**config.mk**
```make
export PLATFORM = sky130hd
export DESIGN_NAME = sio_subsys_top
export DESIGN_NICKNAME = d
export VERILOG_FILES = /design/src/hw/dsp16_sio_pkg.sv /design/src/hw/serial_link_pkg.sv /design/src/hw/sio_frame_rx.sv /design/src/hw/sio_out_unit.sv /design/src/hw/sio_phase_gen.sv /design/src/hw/sio_subsys_top.sv
export SDC_FILE = /design/constraint.sdc
export NUM_CORES = 1
export LEC_CHECK = 0
export BUFFER_PORTS_ARGS = -buffer_cell sky130_fd_sc_hd__buf_4
export CORE_MARGIN = 4
export CORE_UTILIZATION = 40
export CTS_CLUSTER_DIAMETER = 200
export DETAILED_ROUTE_END_ITERATION = 7
export GPL_ROUTABILITY_DRIVEN = 0
export HOLD_SLACK_MARGIN = 0.1
export MAX_ROUTING_LAYER = met4
export PLACE_DENSITY = 0.71
export SLEW_MARGIN = 20
export SYNTH_ARGS = -nofsm -noshare
export SYNTH_HDL_FRONTEND = slang
export SYNTH_HIERARCHICAL = 1
export SYNTH_SLANG_ARGS = --single-unit
```
**constraint.sdc**
```tcl
create_clock -name clk -period 3.4 [get_ports clk]
set_input_delay 0.34 -clock clk [delete_from_list [all_inputs] [get_ports clk]]
set_output_delay 0.34 -clock clk [all_outputs]
set_load 0.1 [all_outputs]
```
**src/hw/dsp16_sio_pkg.sv**
```systemverilog
`default_nettype none

package dsp16_sio_pkg;

    // r_field codes, same encoding for write select and readback
    localparam logic [2:0] RF_SIOC = 3'd0;  // serial i/o control
    localparam logic [2:0] RF_SRTA = 3'd1;  // serial address
    localparam logic [2:0] RF_SDX  = 3'd2;  // serial data out

    // only supported control word
    // 16-bit out, msb first, ock and old driven, ock = cki/12
    localparam logic [9:0] SIOC_FIXED = 10'h2e8;

    // ock divider, counted in ph1 ticks
    localparam logic [2:0] OCK_HALF   = 3'd2;  // count where ock rises
    localparam logic [2:0] OCK_PERIOD = 3'd6;  // ticks per ock period

    // cpu write bus into the sio
    typedef struct packed {
        logic        imm_load;   // long immediate source
        logic        acc_load;   // accumulator source
        logic        ram_load;   // data ram source
        logic [2:0]  r_field;    // target register
        logic [15:0] long_imm;
        logic [15:0] acc_dout;
        logic [15:0] ram_dout;
    } sio_wr_t;

    // write word as seen by sioc
    typedef struct packed {
        logic [5:0] unused;
        logic [9:0] sioc;
    } sioc_word_t;

    // write word as seen by srta
    typedef struct packed {
        logic [7:0] unused;
        logic [7:0] addr;        // channel address sent on sadd
    } srta_word_t;

    // one selected write word, decoded per r_field
    typedef union packed {
        sioc_word_t sioc_view;
        srta_word_t srta_view;
    } sio_load_u;

endpackage

`default_nettype wire

```
**src/hw/serial_link_pkg.sv**
```systemverilog
`default_nettype none

package serial_link_pkg;

    localparam int FRAME_BITS = 16;  // data bits per frame
    localparam int ADDR_BITS  = 8;   // address bits, sent with the first data bits

    // bit counter width, must hold 0..FRAME_BITS
    localparam int BIT_CNT_W  = $clog2(FRAME_BITS + 1);

    // serial output pins
    typedef struct packed {
        logic ock;      // serial output clock
        logic sio_do;   // data, msb first
        logic sadd;     // address bit stream
        logic sio_old;  // output load, low during a frame
    } sio_pins_t;

    // rebuilt frame at the dac side
    typedef struct packed {
        logic [FRAME_BITS-1:0] data;
        logic [ADDR_BITS-1:0]  address;
    } rx_frame_t;

endpackage

`default_nettype wire

```
**src/hw/sio_frame_rx.sv**
```systemverilog
`timescale 1ns/1ns
`default_nettype none

// dac side receiver
// arms on falling old, takes one bit per falling ock after each
// rising ock, rebuilds data and channel address

module sio_frame_rx (
    input  wire                            clk,
    input  wire                            rst,
    input  wire serial_link_pkg::sio_pins_t pins,
    output serial_link_pkg::rx_frame_t     rx_frame,
    output logic                           rx_valid   // one clk per frame
);
    import serial_link_pkg::*;

    logic                  ock_d;      // registered pin copies
    logic                  old_d;
    logic                  ock_rise;
    logic                  ock_fall;
    logic                  old_fall;
    logic                  armed;      // inside a frame
    logic                  bit_rdy;    // a fresh bit sits on the pins
    logic                  sample;
    logic                  last_bit;
    logic [BIT_CNT_W-1:0]  bit_cnt;
    logic [FRAME_BITS-1:0] data_sh;
    logic [FRAME_BITS-1:0] data_nxt;
    logic [ADDR_BITS-1:0]  addr_sh;

    assign ock_rise = pins.ock & ~ock_d;
    assign ock_fall = ~pins.ock & ock_d;
    assign old_fall = ~pins.sio_old & old_d;
    assign sample   = ock_fall & bit_rdy;
    assign last_bit = sample & (bit_cnt == BIT_CNT_W'(FRAME_BITS - 1));
    assign data_nxt = {data_sh[FRAME_BITS-2:0], pins.sio_do};   // msb first

    always_ff @(posedge clk or posedge rst) begin
        if (rst) begin
            ock_d    <= 1'b0;
            old_d    <= 1'b1;
            armed    <= 1'b0;
            bit_rdy  <= 1'b0;
            bit_cnt  <= '0;
            rx_valid <= 1'b0;
        end else begin
            ock_d    <= pins.ock;
            old_d    <= pins.sio_old;
            rx_valid <= last_bit;
            if (old_fall) begin
                armed   <= 1'b1;   // the rise that dropped old carries no data
                bit_rdy <= 1'b0;
                bit_cnt <= '0;
            end else if (armed && ock_rise) begin
                bit_rdy <= 1'b1;
            end else if (sample) begin
                bit_rdy <= 1'b0;
                bit_cnt <= bit_cnt + 1'b1;
                if (last_bit)
                    armed <= 1'b0;
            end
        end
    end

    // payload, published together with rx_valid
    always_ff @(posedge clk) begin
        if (sample) begin
            data_sh <= data_nxt;
            if (bit_cnt < BIT_CNT_W'(ADDR_BITS))
                addr_sh <= {addr_sh[ADDR_BITS-2:0], pins.sadd};
        end
        if (last_bit) begin
            rx_frame.data    <= data_nxt;
            rx_frame.address <= addr_sh;   // complete since bit 7
        end
    end

endmodule

`default_nettype wire

```
**src/hw/sio_out_unit.sv**
```systemverilog
`timescale 1ns/1ns
`default_nettype none

// serial output unit, fixed configuration
// cpu writes sioc, srta or sdx; an sdx write sends one 16-bit frame
// msb first on sio_do with the srta address on sadd

module sio_out_unit (
    input  wire                        clk,
    input  wire                        rst,
    input  wire                        ph1,     // phase enable
    input  wire dsp16_sio_pkg::sio_wr_t cpu_wr,
    output serial_link_pkg::sio_pins_t pins,
    output logic                       obe,     // output buffer empty
    output logic [15:0]                r_sio    // register readback
);
    import dsp16_sio_pkg::*;
    import serial_link_pkg::*;

    logic [15:0]           sel_word;   // write word after source priority
    sio_load_u             load_w;
    logic                  any_load;
    logic                  sioc_load;
    logic                  srta_load;
    logic                  sdx_load;
    logic [9:0]            sioc;       // readback only
    logic [7:0]            srta;
    logic [2:0]            ph_cnt;     // ock divider
    logic                  ock_rise;
    logic                  ock_fall;
    logic                  shift_en;
    logic                  ock_q;
    logic                  sio_do_q;
    logic                  sadd_q;
    logic                  old_q;
    logic [FRAME_BITS:0]   ocnt;       // one-hot bit counter, top bit is obe
    logic [FRAME_BITS-1:0] data_sh;
    logic [ADDR_BITS-1:0]  addr_sh;

    // immediate over accumulator over ram
    assign any_load = cpu_wr.imm_load | cpu_wr.acc_load | cpu_wr.ram_load;
    assign sel_word = cpu_wr.imm_load ? cpu_wr.long_imm :
                      cpu_wr.acc_load ? cpu_wr.acc_dout : cpu_wr.ram_dout;
    assign load_w   = sio_load_u'(sel_word);

    assign sioc_load = any_load && (cpu_wr.r_field == RF_SIOC);
    assign srta_load = any_load && (cpu_wr.r_field == RF_SRTA);
    assign sdx_load  = any_load && (cpu_wr.r_field == RF_SDX);   // r_field 3+ ignored

    // divider decode, both act on the ph1 edge at that count
    assign ock_rise = (ph_cnt == OCK_HALF);
    assign ock_fall = (ph_cnt == OCK_PERIOD - 3'd1);

    // a data bit moves out on each rising ock once old is down
    assign shift_en = ph1 && ock_rise && !obe && !old_q && !sdx_load;

    always_ff @(posedge clk or posedge rst) begin
        if (rst) begin
            sioc <= '0;
            srta <= '0;
        end else if (ph1) begin
            if (sioc_load)
                sioc <= load_w.sioc_view.sioc;   // stored, config stays fixed
            if (srta_load)
                srta <= load_w.srta_view.addr;
        end
    end

    // ock: low for counts 0..2, high for 3..5
    always_ff @(posedge clk or posedge rst) begin
        if (rst) begin
            ph_cnt <= '0;
            ock_q  <= 1'b0;
        end else if (ph1) begin
            ph_cnt <= ock_fall ? 3'd0 : ph_cnt + 3'd1;
            if (ock_rise)
                ock_q <= 1'b1;
            else if (ock_fall)
                ock_q <= 1'b0;
        end
    end

    // frame control
    always_ff @(posedge clk or posedge rst) begin
        if (rst) begin
            ocnt     <= {1'b1, {FRAME_BITS{1'b0}}};  // empty
            old_q    <= 1'b1;
            sio_do_q <= 1'b0;
            sadd_q   <= 1'b0;
        end else if (ph1) begin
            if (sdx_load) begin
                ocnt   <= {{FRAME_BITS{1'b0}}, 1'b1};  // obe drops here
                sadd_q <= 1'b0;
            end else if (ock_rise && !obe) begin
                old_q <= 1'b0;   // first rise after load only lowers old
                if (!old_q) begin
                    sio_do_q <= data_sh[FRAME_BITS-1];
                    sadd_q   <= addr_sh[ADDR_BITS-1];
                    ocnt     <= ocnt << 1;  // reaches top bit with bit 15
                end
            end else if (obe) begin
                old_q <= 1'b1;   // frame done, raise old on next ph1
            end
        end
    end

    // payload shifters
    always_ff @(posedge clk) begin
        if (ph1 && sdx_load) begin
            data_sh <= sel_word;
            addr_sh <= srta;   // address snapshot at load time
        end else if (shift_en) begin
            data_sh <= data_sh << 1;
            addr_sh <= addr_sh << 1;   // zeros after the 8 address bits
        end
    end

    // readback, serial input registers read as zero
    always_comb begin
        case (cpu_wr.r_field)
            RF_SIOC: r_sio = {6'd0, sioc};
            RF_SRTA: r_sio = {8'd0, srta};
            default: r_sio = 16'd0;
        endcase
    end

    assign obe          = ocnt[FRAME_BITS];
    assign pins.ock     = ock_q;
    assign pins.sio_do  = sio_do_q;
    assign pins.sadd    = sadd_q & ~obe;   // quiet between frames
    assign pins.sio_old = old_q;

endmodule

`default_nettype wire

```
**src/hw/sio_phase_gen.sv**
```systemverilog
`timescale 1ns/1ns
`default_nettype none

// processor phase enable
// ph1 is a clock enable, high one clk out of two, so the
// sio and the rest of the dsp run at the phase rate

module sio_phase_gen (
    input  wire  clk,
    input  wire  rst,
    output logic ph1   // phase 1 enable
);

    // toggle flop, low in reset so the first enabled edge
    // comes one clk after reset release
    always_ff @(posedge clk or posedge rst) begin
        if (rst) begin
            ph1 <= 1'b0;
        end else begin
            ph1 <= ~ph1;  // 50% duty enable
        end
    end

endmodule

`default_nettype wire

```
**src/hw/sio_subsys_top.sv**
```systemverilog
`timescale 1ns/1ns
`default_nettype none

// sio subsystem: phase enable, output unit and a receiver
// standing in for the dac on the board

module sio_subsys_top (
    input  wire                            clk,
    input  wire                            rst,
    input  wire dsp16_sio_pkg::sio_wr_t    cpu_wr,     // cpu write bus
    output wire serial_link_pkg::sio_pins_t pins,      // serial pins
    output wire                            obe,
    output wire [15:0]                     r_sio,
    output wire serial_link_pkg::rx_frame_t rx_frame,
    output wire                            rx_valid
);

    wire ph1;   // processor phase enable

    sio_phase_gen u_phase (
        .clk (clk),
        .rst (rst),
        .ph1 (ph1)
    );

    sio_out_unit u_out (
        .clk    (clk),
        .rst    (rst),
        .ph1    (ph1),
        .cpu_wr (cpu_wr),
        .pins   (pins),
        .obe    (obe),
        .r_sio  (r_sio)
    );

    // runs on every clk, only watches the pins
    sio_frame_rx u_rx (
        .clk      (clk),
        .rst      (rst),
        .pins     (pins),
        .rx_frame (rx_frame),
        .rx_valid (rx_valid)
    );

endmodule

`default_nettype wire

```
[After elaboration in Yosys (flattened, before gate mapping)]
Cells that the tools add are included.
Word-level totals
  register bits: 124
  input port bits: 56
  output and inout bits: 46
  word-level logic and storage cells: 103
Cells by class
  add/subtract/negate cells: 2
  order comparisons: 1
  equal/unequal tests: 7
  muxes and demuxes: 28
  bitwise logic cells: 14
  reduce and logical (&&, ||, !) cells: 30
Operators with widths (count)
  2-to-1 mux 16 bit: 4
  2-to-1 mux 17 bit: 3
  one-hot mux 10 bit (2 select lines): 1
  2-to-1 mux 8 bit: 2
  2-to-1 mux 5 bit: 3
  2-to-1 mux 1 bit: 14
  nonzero test 2 bit: 6
  logical AND 1 bit: 10
  AND reduction 2 bit: 5
  AND reduction 3 bit: 3
  AND 1 bit: 6
  equality test 3 x 2 -> 1 bit, second input constant: 2
  inverter 1 bit: 6
  adder 5 x 1 -> 5 bit, second input constant: 1
  equality test 5 x 4 -> 1 bit, second input constant: 1
  less-than comparator 5 x 4 -> 1 bit, second input constant: 1
  inequality test 2 x 1 -> 1 bit, second input constant: 2
  AND reduction 4 bit: 1
  adder 3 x 1 -> 3 bit, second input constant: 1
  equality test 3 x 1 -> 1 bit, second input constant: 1
  equality test 3 bit, second input constant: 1
  zero test 1 bit: 3
  zero test 3 bit: 1
  2-to-1 mux 3 bit: 1
  2 further kinds: 3

[Depth between registers and ports, before layout]
Gate-level depths: netlist of run 1.
  word-level depth: 8
  depth in mapped cells: 8
  gate-level depth less buffers: 5

[By module]
Netlist of run 1, hierarchy kept.
By module, submodules not included
  sio_out_unit: instances 1, cells each 283, area an instance 3269.4 sq um, seq. area each 1774.2 sq um
  sio_frame_rx: instances 1, cells each 89, area an instance 1856.8 sq um, seq. area each 1662.8 sq um
  sio_phase_gen: instances 1, cells each 3, area an instance 32.5 sq um, seq. area each 25.0 sq um

[Worst setup path before layout of run 1]
OpenSTA, ideal clock, no wires.
  path kind: flip-flop to flip-flop
  start point: register u_out.ocnt[16]
  end point: register u_out.addr_sh[0], enable pin
  library setup time: 379 ps
  arrival time: 2155 ps
  required time: 3021 ps
  path slack: 866 ps
  stages on the path, launching flop included: 7
  buffers on the path: 3
  period minus slack after synthesis: 2534 ps
  path through: dfstp_2 or4_4 buf_6 and2_4 buf_6 buf_12 inv_1
On the way
  longest elaborated chain between the ends: 5
RTL lines
  start, declared: line sio_out_unit.sv:36  | logic [FRAME_BITS:0] ocnt;
  start signal, assigned: line sio_out_unit.sv:86  | ocnt <= {1'b1, {FRAME_BITS{1'b0}}};
  start signal, assigned: line sio_out_unit.sv:92  | ocnt <= {{FRAME_BITS{1'b0}}, 1'b1};
  start signal, assigned: line sio_out_unit.sv:99  | ocnt <= ocnt << 1;
  zero test 1 bit: line sio_out_unit.sv:55  | assign shift_en = ph1 && ock_rise && !obe && !old_q && !sdx_load;
  logical AND 1 bit (3 in a row): line sio_out_unit.sv:55
  nonzero test 2 bit (no line)
  end signal, assigned: line sio_out_unit.sv:111  | addr_sh <= srta;
  end signal, assigned: line sio_out_unit.sv:114  | addr_sh <= addr_sh << 1;
  end, declared: line sio_out_unit.sv:38  | logic [ADDR_BITS-1:0] addr_sh;
Every way passes these cells.
A chain may end at the register's enable or synchronous reset.

[Worst setup path after layout of run 1]
  start point: register u_phase.ph1
  end point: register u_out.data_sh[14], enable pin
On the way
  longest elaborated chain between the ends: 5
  elaborated cells on any way between the ends: 6
  those cells by class: reduce/logical: 6
RTL lines
  start, declared: line sio_phase_gen.sv:11  | output logic ph1
  start signal, assigned: line sio_phase_gen.sv:20  | ph1 <= ~ph1;
  logical AND 1 bit (4 in a row): line sio_out_unit.sv:55
  nonzero test 2 bit (no line) (*)
  end signal, assigned: line sio_out_unit.sv:110  | data_sh <= sel_word;
  end signal, assigned: line sio_out_unit.sv:113  | data_sh <= data_sh << 1;
  end, declared: line sio_out_unit.sv:37  | logic [FRAME_BITS-1:0] data_sh;
Every way passes the cells marked *; elsewhere a longest branch is shown, timed or not.

==> impl_metrics.tcl, run 1 <==
set metrics [dict create \
    status "finished, final reports clean" \
    post_cts_resized 0 \
    p_per_area_mw_per_mm2 621 \
    drt-wirelength-per-cell_microns 15.2 \
    ys_types 40 \
    finalWorstPathRequiredPeriod_ns 2.57 \
    whs_ns 0.316 \
    hpwl_microns 6940 \
    via_per_inst 4.91 \
    worst_slack_ns 0.828 \
    io_pins 102 \
    fmax_ghz 0.389 \
    synth_seq_cells 124 \
    ys_seq_area_share_pct 67.1 \
    ant_nets 0 \
    drc 0 \
    rsz0062_at_grt "false" \
    cp_max_fo 24 \
    syn_inst 375 \
    hold_class "in -> reg" \
    antenna_found_initial 0 \
    cts_made_buffers 17 \
    rows 41 \
    dieArea_sq_mm 0.0148 \
    initial_core_util_pct 40.9 \
    end_kind "register" \
    areaGrowthSynthToFinish_pct 28.6 \
    htree_levels 4 \
    cts.sinks 124 \
    setup_viol 0 \
    fin_area_sq_mm 0.00663 \
    irDropWorstVdd_mv 0.483 \
    cp.arrival_ns 2.59 \
    gr-total-overflow 0 \
    die_width_microns 122 \
    synth_top_cell_by_area "edfxtp_1" \
    criticalPathCategory "reg -> reg" \
    cts_tree "yes" \
    first_pass_iters 4 \
    tns_ns 0 \
    async_flop_share_pct 42.7 \
    antennaDiodeCount 0 \
    avgSynthCellArea_sq_um 13.8 \
    cts-root-buf "clkbuf_16" \
    clk_pin_slew_ns 0.05 \
    grt.total_usage_pct 14.7 \
    synth_top_area_share_pct 41.3 \
    finalPower_mw 4.12 \
    port_buffers 95 \
    yosys-top-cells-area "edfxtp_1 (41%), dfrtp_1 (24%), mux2_2 (7.4%), mux2i_1 (3.1%), o21ai_0 (3.0%)" \
    final_nets 529 \
    synth_edf_count 71 \
    drive_gt1_share_pct 37.5 \
    ys_warn_count 6 \
    relSlewSlack_pct 31.6 \
    via_count 3213 \
    skew_ns 0.00426 \
    clock_path_buffers 2 \
    crit_path_start_kind "register" \
    synth_common_cells "edfxtp_1 (71), dfrtp_1 (50), nand2_1 (38)" \
    place_ws_ns 0.837 \
    fp.dieH_microns 122 \
    synth_area_sq_mm 0.00516 \
    drtIter0Drc 204 \
    placed_cell_area_sq_mm 0.00595 \
    finalHoldViolations 0 \
    grt_max_degree 48 \
    post-synth-top-count-cell "edfxtp_1" \
    maxCapViolations 0 \
    clock_latency_ns 0.40 \
    worst_pin_slew_ns 1.02 \
    synth_ff_type "edfxtp_1" \
    wl_microns 9940 \
    required_ns 3.42 \
    slew_viol_final 0 \
    finalCritPeriodShare_pct 75.7 \
    core-area_sq_mm 0.0126 \
    grt_pass1_wl_microns 16300 \
    grt_pass1_vias 3314 \
    power.leakage_nw 2.82 \
]
[placed cells by master (no fill, tap or decap), types with 2 or more instances in the layout]
| cell type | Yosys | routed |
|---|---|---|
| buf_4 | 11 | 99 |
| edfxtp_1 | 71 | 71 |
| dfrtp_1 | 50 | 50 |
| nand2_1 | 38 | 38 |
| mux2_2 | 34 | 34 |
| o21ai_0 | 31 | 31 |
| nand3_1 | 18 | 18 |
| clkbuf_16 | 0 | 17 |
| mux2i_1 | 16 | 16 |
| nor2_1 | 12 | 12 |
| inv_1 | 12 | 12 |
| a21oi_1 | 10 | 10 |
| a22o_1 | 9 | 9 |
| o21ai_2 | 8 | 8 |
| bufinv_16 | 0 | 7 |
| conb_1 | 1 | 6 |
| clkinv_2 | 0 | 4 |
| or3_1 | 3 | 3 |
| nor2b_1 | 3 | 3 |
| and3_1 | 3 | 3 |
| nor3_1 | 3 | 3 |
| and2_1 | 3 | 3 |
| dfstp_2 | 3 | 3 |
| nand3b_4 | 2 | 2 |
| and2b_1 | 2 | 2 |
| ha_1 | 2 | 2 |
[per-stage QoR]
step / std cells / utilization, %
after CTS: 655 / 52.6
after floorplan: 380 / -
after global routing: 655 / 52.6
after detailed placement: 623 / 47.1
final: 655 / 52.6
after global placement: 623 / 47.1
[path summary, 6_finish.rpt]
check	from	endpoint	slack [ns]	depth (start not counted)
max	u_phase/ph1	u_out/data_sh[14]	0.83	4
min in group asynchronous	rst	u_phase/ph1	0.37	3
max reg2reg	u_phase/ph1	u_out/data_sh[14]	0.83	4
min	cpu_wr[45]	u_out/data_sh[13]	0.32	3
max in group asynchronous	rst	u_out/ocnt[16]	2.25	4
min reg2reg	u_out/old_q	u_rx/old_d	0.41	0
[metal layers]
| metal | vias up | global-route usage (%) | wire length [microns] |
|---|---|---|---|
| met5 | - | - | 0 |
| met1 | 1567 | 18.0 | 4240 |
| li1 | 1530 | - | - |
| met3 | 13 | 4.27 | 548 |
| met4 | 0 | 4.97 | 123 |
| met2 | 103 | 23.5 | 5030 |
[layout make-up]
cell class                      instances  area [sq um]
Clock inverter                         13           246
Timing Repair Buffer                  100           753
Fill cell                            1080          5990
Tap cell                              172           215
Clock buffer                           18           429
Multi-Input combinational cell        216          1480
Inverter                               12          45.0
Sequential cell                       124          3460
[critical path, stage by stage, from the launching register on]
cell and delay, ns:
dfrtp_1 0.53, nand3b_4 0.11, or4_4 0.55, and2_4 0.29, inv_1 0.70
[registers in the layout, summed over array words and instances, names as in the netlist, 5 cells and up]
signal / cells
u_out/addr_sh: 8
u_out/data_sh: 16
u_out/ocnt: 17
u_out/sioc: 10
u_out/srta: 8
u_rx/addr_sh: 8
u_rx/bit_cnt: 5
u_rx/data_sh: 15
u_rx/rx_frame: 24
[power breakdown]
group          switching (mW)  internal (mW)  total [mW]  leakage [nW]
logic                   0.223          0.139       0.362          1.17
clock network           0.618           1.44        2.06         0.330
registers              0.0461           1.65        1.70          1.32
total                   0.887           3.23        4.12          2.82
[cell families (layout without fill, tap and decap cells)]
kind of cell	after synthesis	in the layout	share of synthesized area [%]
buf+inv	40	143	4.54
compound gates	63	63	7.64
simple gates	93	93	9.29
flops	124	124	67.1
xor+xnor	2	2	0.340
mux	50	50	10.5
other cells	1	6	0.0727
fa+ha+maj	2	2	0.485
[repair_timing]
| item | 4_1_cts | 5_1_grt |
|---|---|---|
| buffers inserted | 0 | 0 |
| hold buffers | 1 | 0 |
| hold endpoints to repair | 14 | 0 |
No activity file was read; power rests on OpenSTA's default activity.
==> inputs of run 2 (changes only) <==
--- a/config.mk
+++ b/config.mk
@@ -5,6 +5,7 @@
 export SDC_FILE = /design/constraint.sdc
 export NUM_CORES = 1
 export LEC_CHECK = 0
+export ABC_AREA = 1
 export BUFFER_PORTS_ARGS = -buffer_cell sky130_fd_sc_hd__buf_4
 export CORE_MARGIN = 4
 export CORE_UTILIZATION = 40
==> constraint.sdc (replaced) <==
create_clock -name clk -period 2.5 [get_ports clk]
set_input_delay 0.25 -clock clk [delete_from_list [all_inputs] [get_ports clk]]
set_output_delay 0.25 -clock clk [all_outputs]
set_load 0.1 [all_outputs]
==> impl_metrics.tcl, run 2 <==
set metrics [dict create \
    crit_chain "buf_4 -> nor3_1 -> inv_1 -> o21ai_0 -> buf_4" \
    slew_viol_final 0 \
    synth_area_sq_mm 0.00531 \
    ys_warn_count 6 \
    clock_path_buffers 2 \
    drive_gt1_share_pct 24.6 \
    largest_register "u_rx/rx_frame" \
    yosys.area_share.simple_pct 20.8 \
    cts_tree "yes" \
    die_width_microns 123 \
    clk_pin_slew_ns 0.06 \
    required_ns 2.25 \
    synth_edf_count 71 \
    fp.dieH_microns 123 \
    area.sequential_sq_mm 0.00346 \
    r2r-start "u_rx/bit_cnt[1]" \
    criticalPathCategory "in -> out" \
    globalRouteMet1Util_pct 20.9 \
    crit_path_start_kind "primary input" \
    cts-root-buf "clkbuf_16" \
    post-cts-setup-buffer-count 0 \
    antennaDiodeCount 0 \
    hpwl_microns 7560 \
    synthXorXnorAreaFrac_pct 0 \
    stdcell_count 805 \
    cp_max_fo 8 \
    final_nets 678 \
    finalCritPeriodShare_pct 70.2 \
    rows 41 \
    worst_pin_slew_ns 0.550 \
    maxCapViolations 0 \
    tns_ns 0 \
    place_inst 772 \
    drtIter0Drc 293 \
    startpoint "cpu_wr[49]" \
    grt_pass1_wl_microns 18200 \
    synthAdderAreaFrac_pct 0.471 \
    synth_top_cell_by_area "edfxtp_1" \
    async_flop_share_pct 42.7 \
    reg2regPathDepth 7 \
    grt_max_degree 43 \
    fmax_ghz 0.570 \
    grt.total_usage_pct 15.8 \
    top_usage_layer "met2" \
    finalWorstPathRequiredPeriod_ns 1.76 \
    wl_microns 10900 \
    met3_usage_pct 3.80 \
    largest_reg_flops 24 \
    final_common_cell "nand2_1" \
    hold_class "in -> async" \
    ys_seq_area_share_pct 65.2 \
    syn_inst 521 \
    port_buffers 95 \
    status "finished, final reports clean" \
    via_per_inst 4.82 \
    p_per_area_mw_per_mm2 773 \
    drc 0 \
    relSlewSlack_pct 63.3 \
    avgSynthCellArea_sq_um 10.2 \
    grt_use_met2_pct 23.5 \
    rsz0062_at_grt "false" \
    clock_latency_ns 0.40 \
    skew_ns 0.00611 \
    initial_core_util_pct 41.4 \
    synth_ff_type "edfxtp_1" \
    dieArea_sq_mm 0.0152 \
    yosys-top-cells-area "edfxtp_1 (40%), dfrtp_1 (24%), nand2_1 (13%), nand3_1 (2.4%), inv_1 (2.3%)" \
    setup_viol 0 \
    multi_input_area_sq_mm 0.00154 \
    cp.arrival_ns 1.51 \
    synth_compound_area_share_pct 7.21 \
    final_cell_mix "nand2_1 (187), buf_4 (102), edfxtp_1 (71)" \
    core-area_sq_mm 0.0128 \
    first_pass_iters 5 \
    io_pins 102 \
    power.leakage_nw 3.06 \
    post_cts_resized 0 \
    areaGrowthSynthToFinish_pct 26.5 \
    cts.sinks 124 \
    post-synth-top-count-cell "nand2_1" \
    reg_top3 "u_rx/rx_frame: 24 flops, u_out/ocnt: 17 flops, u_out/data_sh: 16 flops" \
    muxShareOfSynthArea_pct 0 \
    synth_common_cells "nand2_1 (187), edfxtp_1 (71), dfrtp_1 (50)" \
    grt_pass1_vias 3798 \
    antenna_found_initial 0 \
    cpMostUsedCell "buf_4" \
    slowest_delay_ns 0.34 \
    cts_made_buffers 17 \
    ys_types 30 \
    synth_top_area_share_pct 40.1 \
    synth_seq_cells 124 \
    r2r_slack_ns 0.76 \
    finalHoldViolations 0 \
    ant_nets 0 \
    via_count 3879 \
    irDropWorstVdd_mv 0.486 \
    htree_levels 4 \
    drt-wirelength-per-cell_microns 13.5 \
    hold_buffers 1 \
    end_kind "output pin" \
    fillers 1137 \
    finalPower_mw 5.20 \
    synth_top_family_by_area "simple AND/OR/NAND/NOR gates" \
    gr-total-overflow 0 \
    r2r_end "u_rx/rx_frame[6]" \
    crit_slowest_cell "buf_4" \
]
[run 2: changes by cell type after synthesis, sizes merged, moves of 4 or more]
cell    previous run  this run
nand2             38       192
mux2              34         0
inv               12        36
nor2              12        36
mux2i             16         0
a21boi             0        15
o21ai             39        24
a21oi             11        21
nand3             19        29
a22o               9         0
a31oi              0         6
and2               4         0
[run 2: worst max-delay path by stage]
| stage | end | slack (ns) | depth (start not counted) |
|---|---|---|---|
| 4_1_cts | u_rx/rx_frame[23] | 0.75 | 7 |
| 3_5_place_dp | u_out/addr_sh[2] | 0.44 | 6 |
| 6_report | r_sio[7] | 0.74 | 5 |
| 3_3_place_gp | u_out/addr_sh[7] | 0.53 | 6 |
| 2_1_floorplan | r_sio[0] | -0.52 | 3 |
| 5_1_grt | u_rx/rx_frame[23] | 0.64 | 7 |
[run 2: cell type report]
type	count	area share (%)
inverters	37	2.07
multi-input cells	337	22.9
clock buffers	17	6.33
clock inverters	15	2.46
well taps	172	3.20
flip-flops and latches	124	51.5
repair buffers	103	11.5
[run 2: cell families (layout without fill, tap and decap cells)]
| logic type | after synthesis | after routing |
|---|---|---|
| AOI/OAI and AO/OA | 67 | 67 |
| adders and majority gates | 2 | 2 |
| buffers and inverters | 65 | 172 |
| DFF | 124 | 124 |
| other | 1 | 6 |
| and+or+nand+nor | 262 | 262 |
[run 2: report_power, final]
part / total [mW] / switching [mW] / internal [mW]
logic: 0.505 / 0.343 / 0.162
clock network: 2.40 / 0.914 / 1.48
registers: 2.29 / 0.0474 / 2.25
total: 5.19 / 1.30 / 3.89
[run 2: per-stage QoR]
step / cell area [sq um] / setup WS, ns / utilization, % / hold WS [ns]
after floorplan: 5330 / -0.517 / - / -0.0213
after global placement: 6120 / 0.528 / 47.7 / 0.115
after global routing: 6720 / 0.643 / 52.4 / 0.257
final: 6720 / 0.744 / 52.4 / 0.258
after detailed placement: 6120 / 0.443 / 47.7 / 0.114
after CTS: 6720 / 0.746 / 52.4 / 0.251
[run 2: critical path: cells and delay by family]
kind / cells / cell delay [ns]
and+or+nand+nor: 1 / 0.30
buffers and inverters: 3 / 0.68
AOI/OAI and AO/OA: 1 / 0.27
[run 2: layer usage]
layer | vias to the layer above | wire, microns
li1 | 1898 | -
met1 | 1806 | 4890
met2 | 164 | 5150
met3 | 11 | 709
met4 | 0 | 153
met5 | - | 0
==> inputs of run 3 (changes only) <==
--- a/config.mk
+++ b/config.mk
@@ -14,7 +14,7 @@
 export GPL_ROUTABILITY_DRIVEN = 0
 export HOLD_SLACK_MARGIN = 0.1
 export MAX_ROUTING_LAYER = met4
-export PLACE_DENSITY = 0.71
+export PLACE_DENSITY = 0.73
 export SLEW_MARGIN = 20
 export SYNTH_ARGS = -nofsm -noshare
 export SYNTH_HDL_FRONTEND = slang
==> constraint.sdc (replaced) <==
create_clock -name clk -period 1.4 [get_ports clk]
set_input_delay 0.14 -clock clk [delete_from_list [all_inputs] [get_ports clk]]
set_output_delay 0.14 -clock clk [all_outputs]
set_load 0.1 [all_outputs]
==> impl_metrics.tcl, run 3 (synthesis gave the netlist of run 2 again) <==
set metrics [dict create \
    tns_ns -4.06 \
    min_from "cpu_wr[9]" \
    reg2regPathDepth 7 \
    combPwrFrac_pct 11.8 \
    fp.dieH_microns 123 \
    fmax_ghz 0.654 \
    reg_top3 "u_rx/rx_frame: 24 flops, u_out/ocnt: 17 flops, u_out/data_sh: 16 flops" \
    slowest_delay_ns 0.35 \
    finalHoldViolations 0 \
    p_per_area_mw_per_mm2 1260 \
    crit_path_start_kind "register" \
    final_cell_mix "nand2_1 (162), buf_4 (109), edfxtp_1 (71)" \
    initial_core_util_pct 41.4 \
    dieArea_sq_mm 0.0152 \
    cp_top_family "adder cells" \
    clock_latency_ns 0.42 \
    min_path_cells 5 \
    end_kind "register" \
    cpMostUsedCell "ha_2" \
    crit_slowest_cell "dfrtp_1" \
    finalCritPeriodShare_pct 109 \
    fillers 996 \
    first_pass_iters 5 \
    largest_register "u_rx/rx_frame" \
    antenna_found_initial 0 \
    p_sw_share_pct 25.2 \
    clk_pin_slew_ns 0.06 \
    cts_made_buffers 17 \
    r2r_end "u_rx/rx_frame[10]" \
    cts_tree "yes" \
    drive_gt1_share_pct 37.6 \
    drc 0 \
    grt_pass1_wl_microns 19300 \
    relSlewSlack_pct 64.4 \
    grt_max_degree 42 \
    cp_max_fo 7 \
    p_switching_mw 2.45 \
    worst_slack_ns -0.130 \
    post-route-util_pct 60.1 \
    die_width_microns 123 \
    grt_pass1_vias 4097 \
    rows 41 \
    seq_power_share_pct 42.1 \
    intPower_mw 7.28 \
    cts.sinks 124 \
    htree_levels 4 \
    via_count 4139 \
    criticalPathCategory "reg -> reg" \
    status "complete, but fails checks" \
    wl_microns 12200 \
    cp.arrival_ns 1.67 \
    drtIter0Drc 200 \
    via_per_inst 4.87 \
    irDropWorstVdd_mv 0.914 \
    port_buffers 95 \
    final_nets 723 \
    power.leakage_nw 3.52 \
    slew_viol_final 0 \
    r2r-start "u_rx/bit_cnt[0]" \
    setup_viol 53 \
    maxCapViolations 0 \
    pwr-share-clk_pct 46.1 \
    violations "negative setup slack" \
    gr-total-overflow 0 \
    required_ns 1.54 \
    core-area_sq_mm 0.0128 \
    cp_num_buf_inv 2 \
    clock_path_buffers 2 \
    cts-root-buf "clkbuf_16" \
    grt.total_usage_pct 17.0 \
    r2r_slack_ns -0.13 \
    antennaDiodeCount 0 \
    hpwl_microns 8290 \
    areaGrowthSynthToFinish_pct 45.2 \
    ant_nets 0 \
    drt-wirelength-per-cell_microns 14.4 \
    rsz0062_at_grt "true" \
    largest_reg_flops 24 \
    finalWorstPathRequiredPeriod_ns 1.53 \
    hold_class "in -> reg" \
    crit_chain "ha_2 -> nand2_2 -> nor2_2 -> ha_2 -> inv_2 -> nor2_4 -> clkbuf_16" \
    final_common_cell "nand2_1" \
    io_pins 102 \
    worstHoldEndpoint "u_out/sioc[9]" \
    worst_pin_slew_ns 0.529 \
    skew_ns 0.00564 \
]
## run 3: changes by cell type in the layout (fill, tap and decap cells not counted), moves of 5 or more
cell / previous run / this run
nand2_1: 187 / 162
nand2_2: 4 / 22
buf_12: 0 / 17
buf_6: 0 / 15
o21ai_0: 18 / 10
buf_4: 102 / 109
o21ai_2: 0 / 7
nand2_4: 1 / 7
nand3_1: 25 / 19
nor2_1: 31 / 25
nor2_4: 2 / 8
inv_1: 32 / 27
nand3_2: 3 / 8
## run 3: worst min-delay path: stages
cell     delay (ns)
buf_4          0.11
nand2_1        0.06
a21oi_1        0.09
nand2_1        0.06
nand2_1        0.04
## run 3: timing repair
action                                  4_1_cts  5_1_grt
resized for setup                            28       66
cloned                                        2        4
buffers inserted                              5        3
endpoints found under the setup margin       59       96
pin swaps                                     2       12
hold buffers                                  1        0
hold endpoints to repair                     53        0
## run 3: layout make-up
class | instances | area, sq um | share of cell area [%]
clock inverters | 14 | 185 | 2.40
multi-input cells | 337 | 1790 | 23.2
repair buffers | 148 | 1480 | 19.2
well taps | 172 | 215 | 2.79
inverters | 37 | 141 | 1.83
flip-flops and latches | 124 | 3470 | 45.0
clock buffers | 18 | 429 | 5.57
## run 3: worst max path at each step
stage | endpoint | depth (start not counted) | from
3_3_place_gp | u_rx/rx_frame[9] | 7 | u_rx/bit_cnt[0]
4_1_cts | pins[1] | 3 | u_out/ocnt[16]
5_1_grt | u_rx/rx_frame[0] | 7 | u_rx/bit_cnt[0]
2_1_floorplan | u_rx/rx_frame[0] | 6 | u_rx/bit_cnt[0]
6_report | u_rx/rx_frame[10] | 7 | u_rx/bit_cnt[0]
3_5_place_dp | u_rx/rx_frame[18] | 7 | u_rx/bit_cnt[0]
## run 3: power groups by stage
| stage | Sequential (mW) | Combinational [mW] | Clock [mW] |
|---|---|---|---|
| floorplan | 4.14 | 0.706 | 0 |
| global placement | 4.15 | 0.992 | 0 |
| detailed placement | 4.16 | 1.02 | 0 |
| CTS | 4.09 | 1.07 | 4.57 |
| global route | 4.11 | 1.25 | 4.75 |
| finish | 4.10 | 1.15 | 4.49 |
## run 3: routing by layer
layer / vias to the layer above / GRT usage, % / wire [microns]
li1: 1997 / - / -
met1: 1948 / 20.8 / 5130
met2: 166 / 26.5 / 6030
met3: 28 / 3.93 / 732
met4: 0 / 8.72 / 338
met5: - / - / 0
## run 3: stage by stage
stage | instance area [sq um] | hold slack [ns] | instances | total power, mW | setup slack (ns)
global placement | 6570 | 0.00940 | 804 | 5.14 | -0.0404
global route | 7710 | 0.143 | 850 | 10.1 | -0.198
floorplan | 5460 | -0.131 | 526 | 4.84 | -0.265
CTS | 7380 | 0.112 | 844 | 9.73 | -0.114
detailed placement | 6570 | 0.0135 | 804 | 5.17 | -0.0902
finish | 7710 | 0.126 | 850 | 9.74 | -0.130
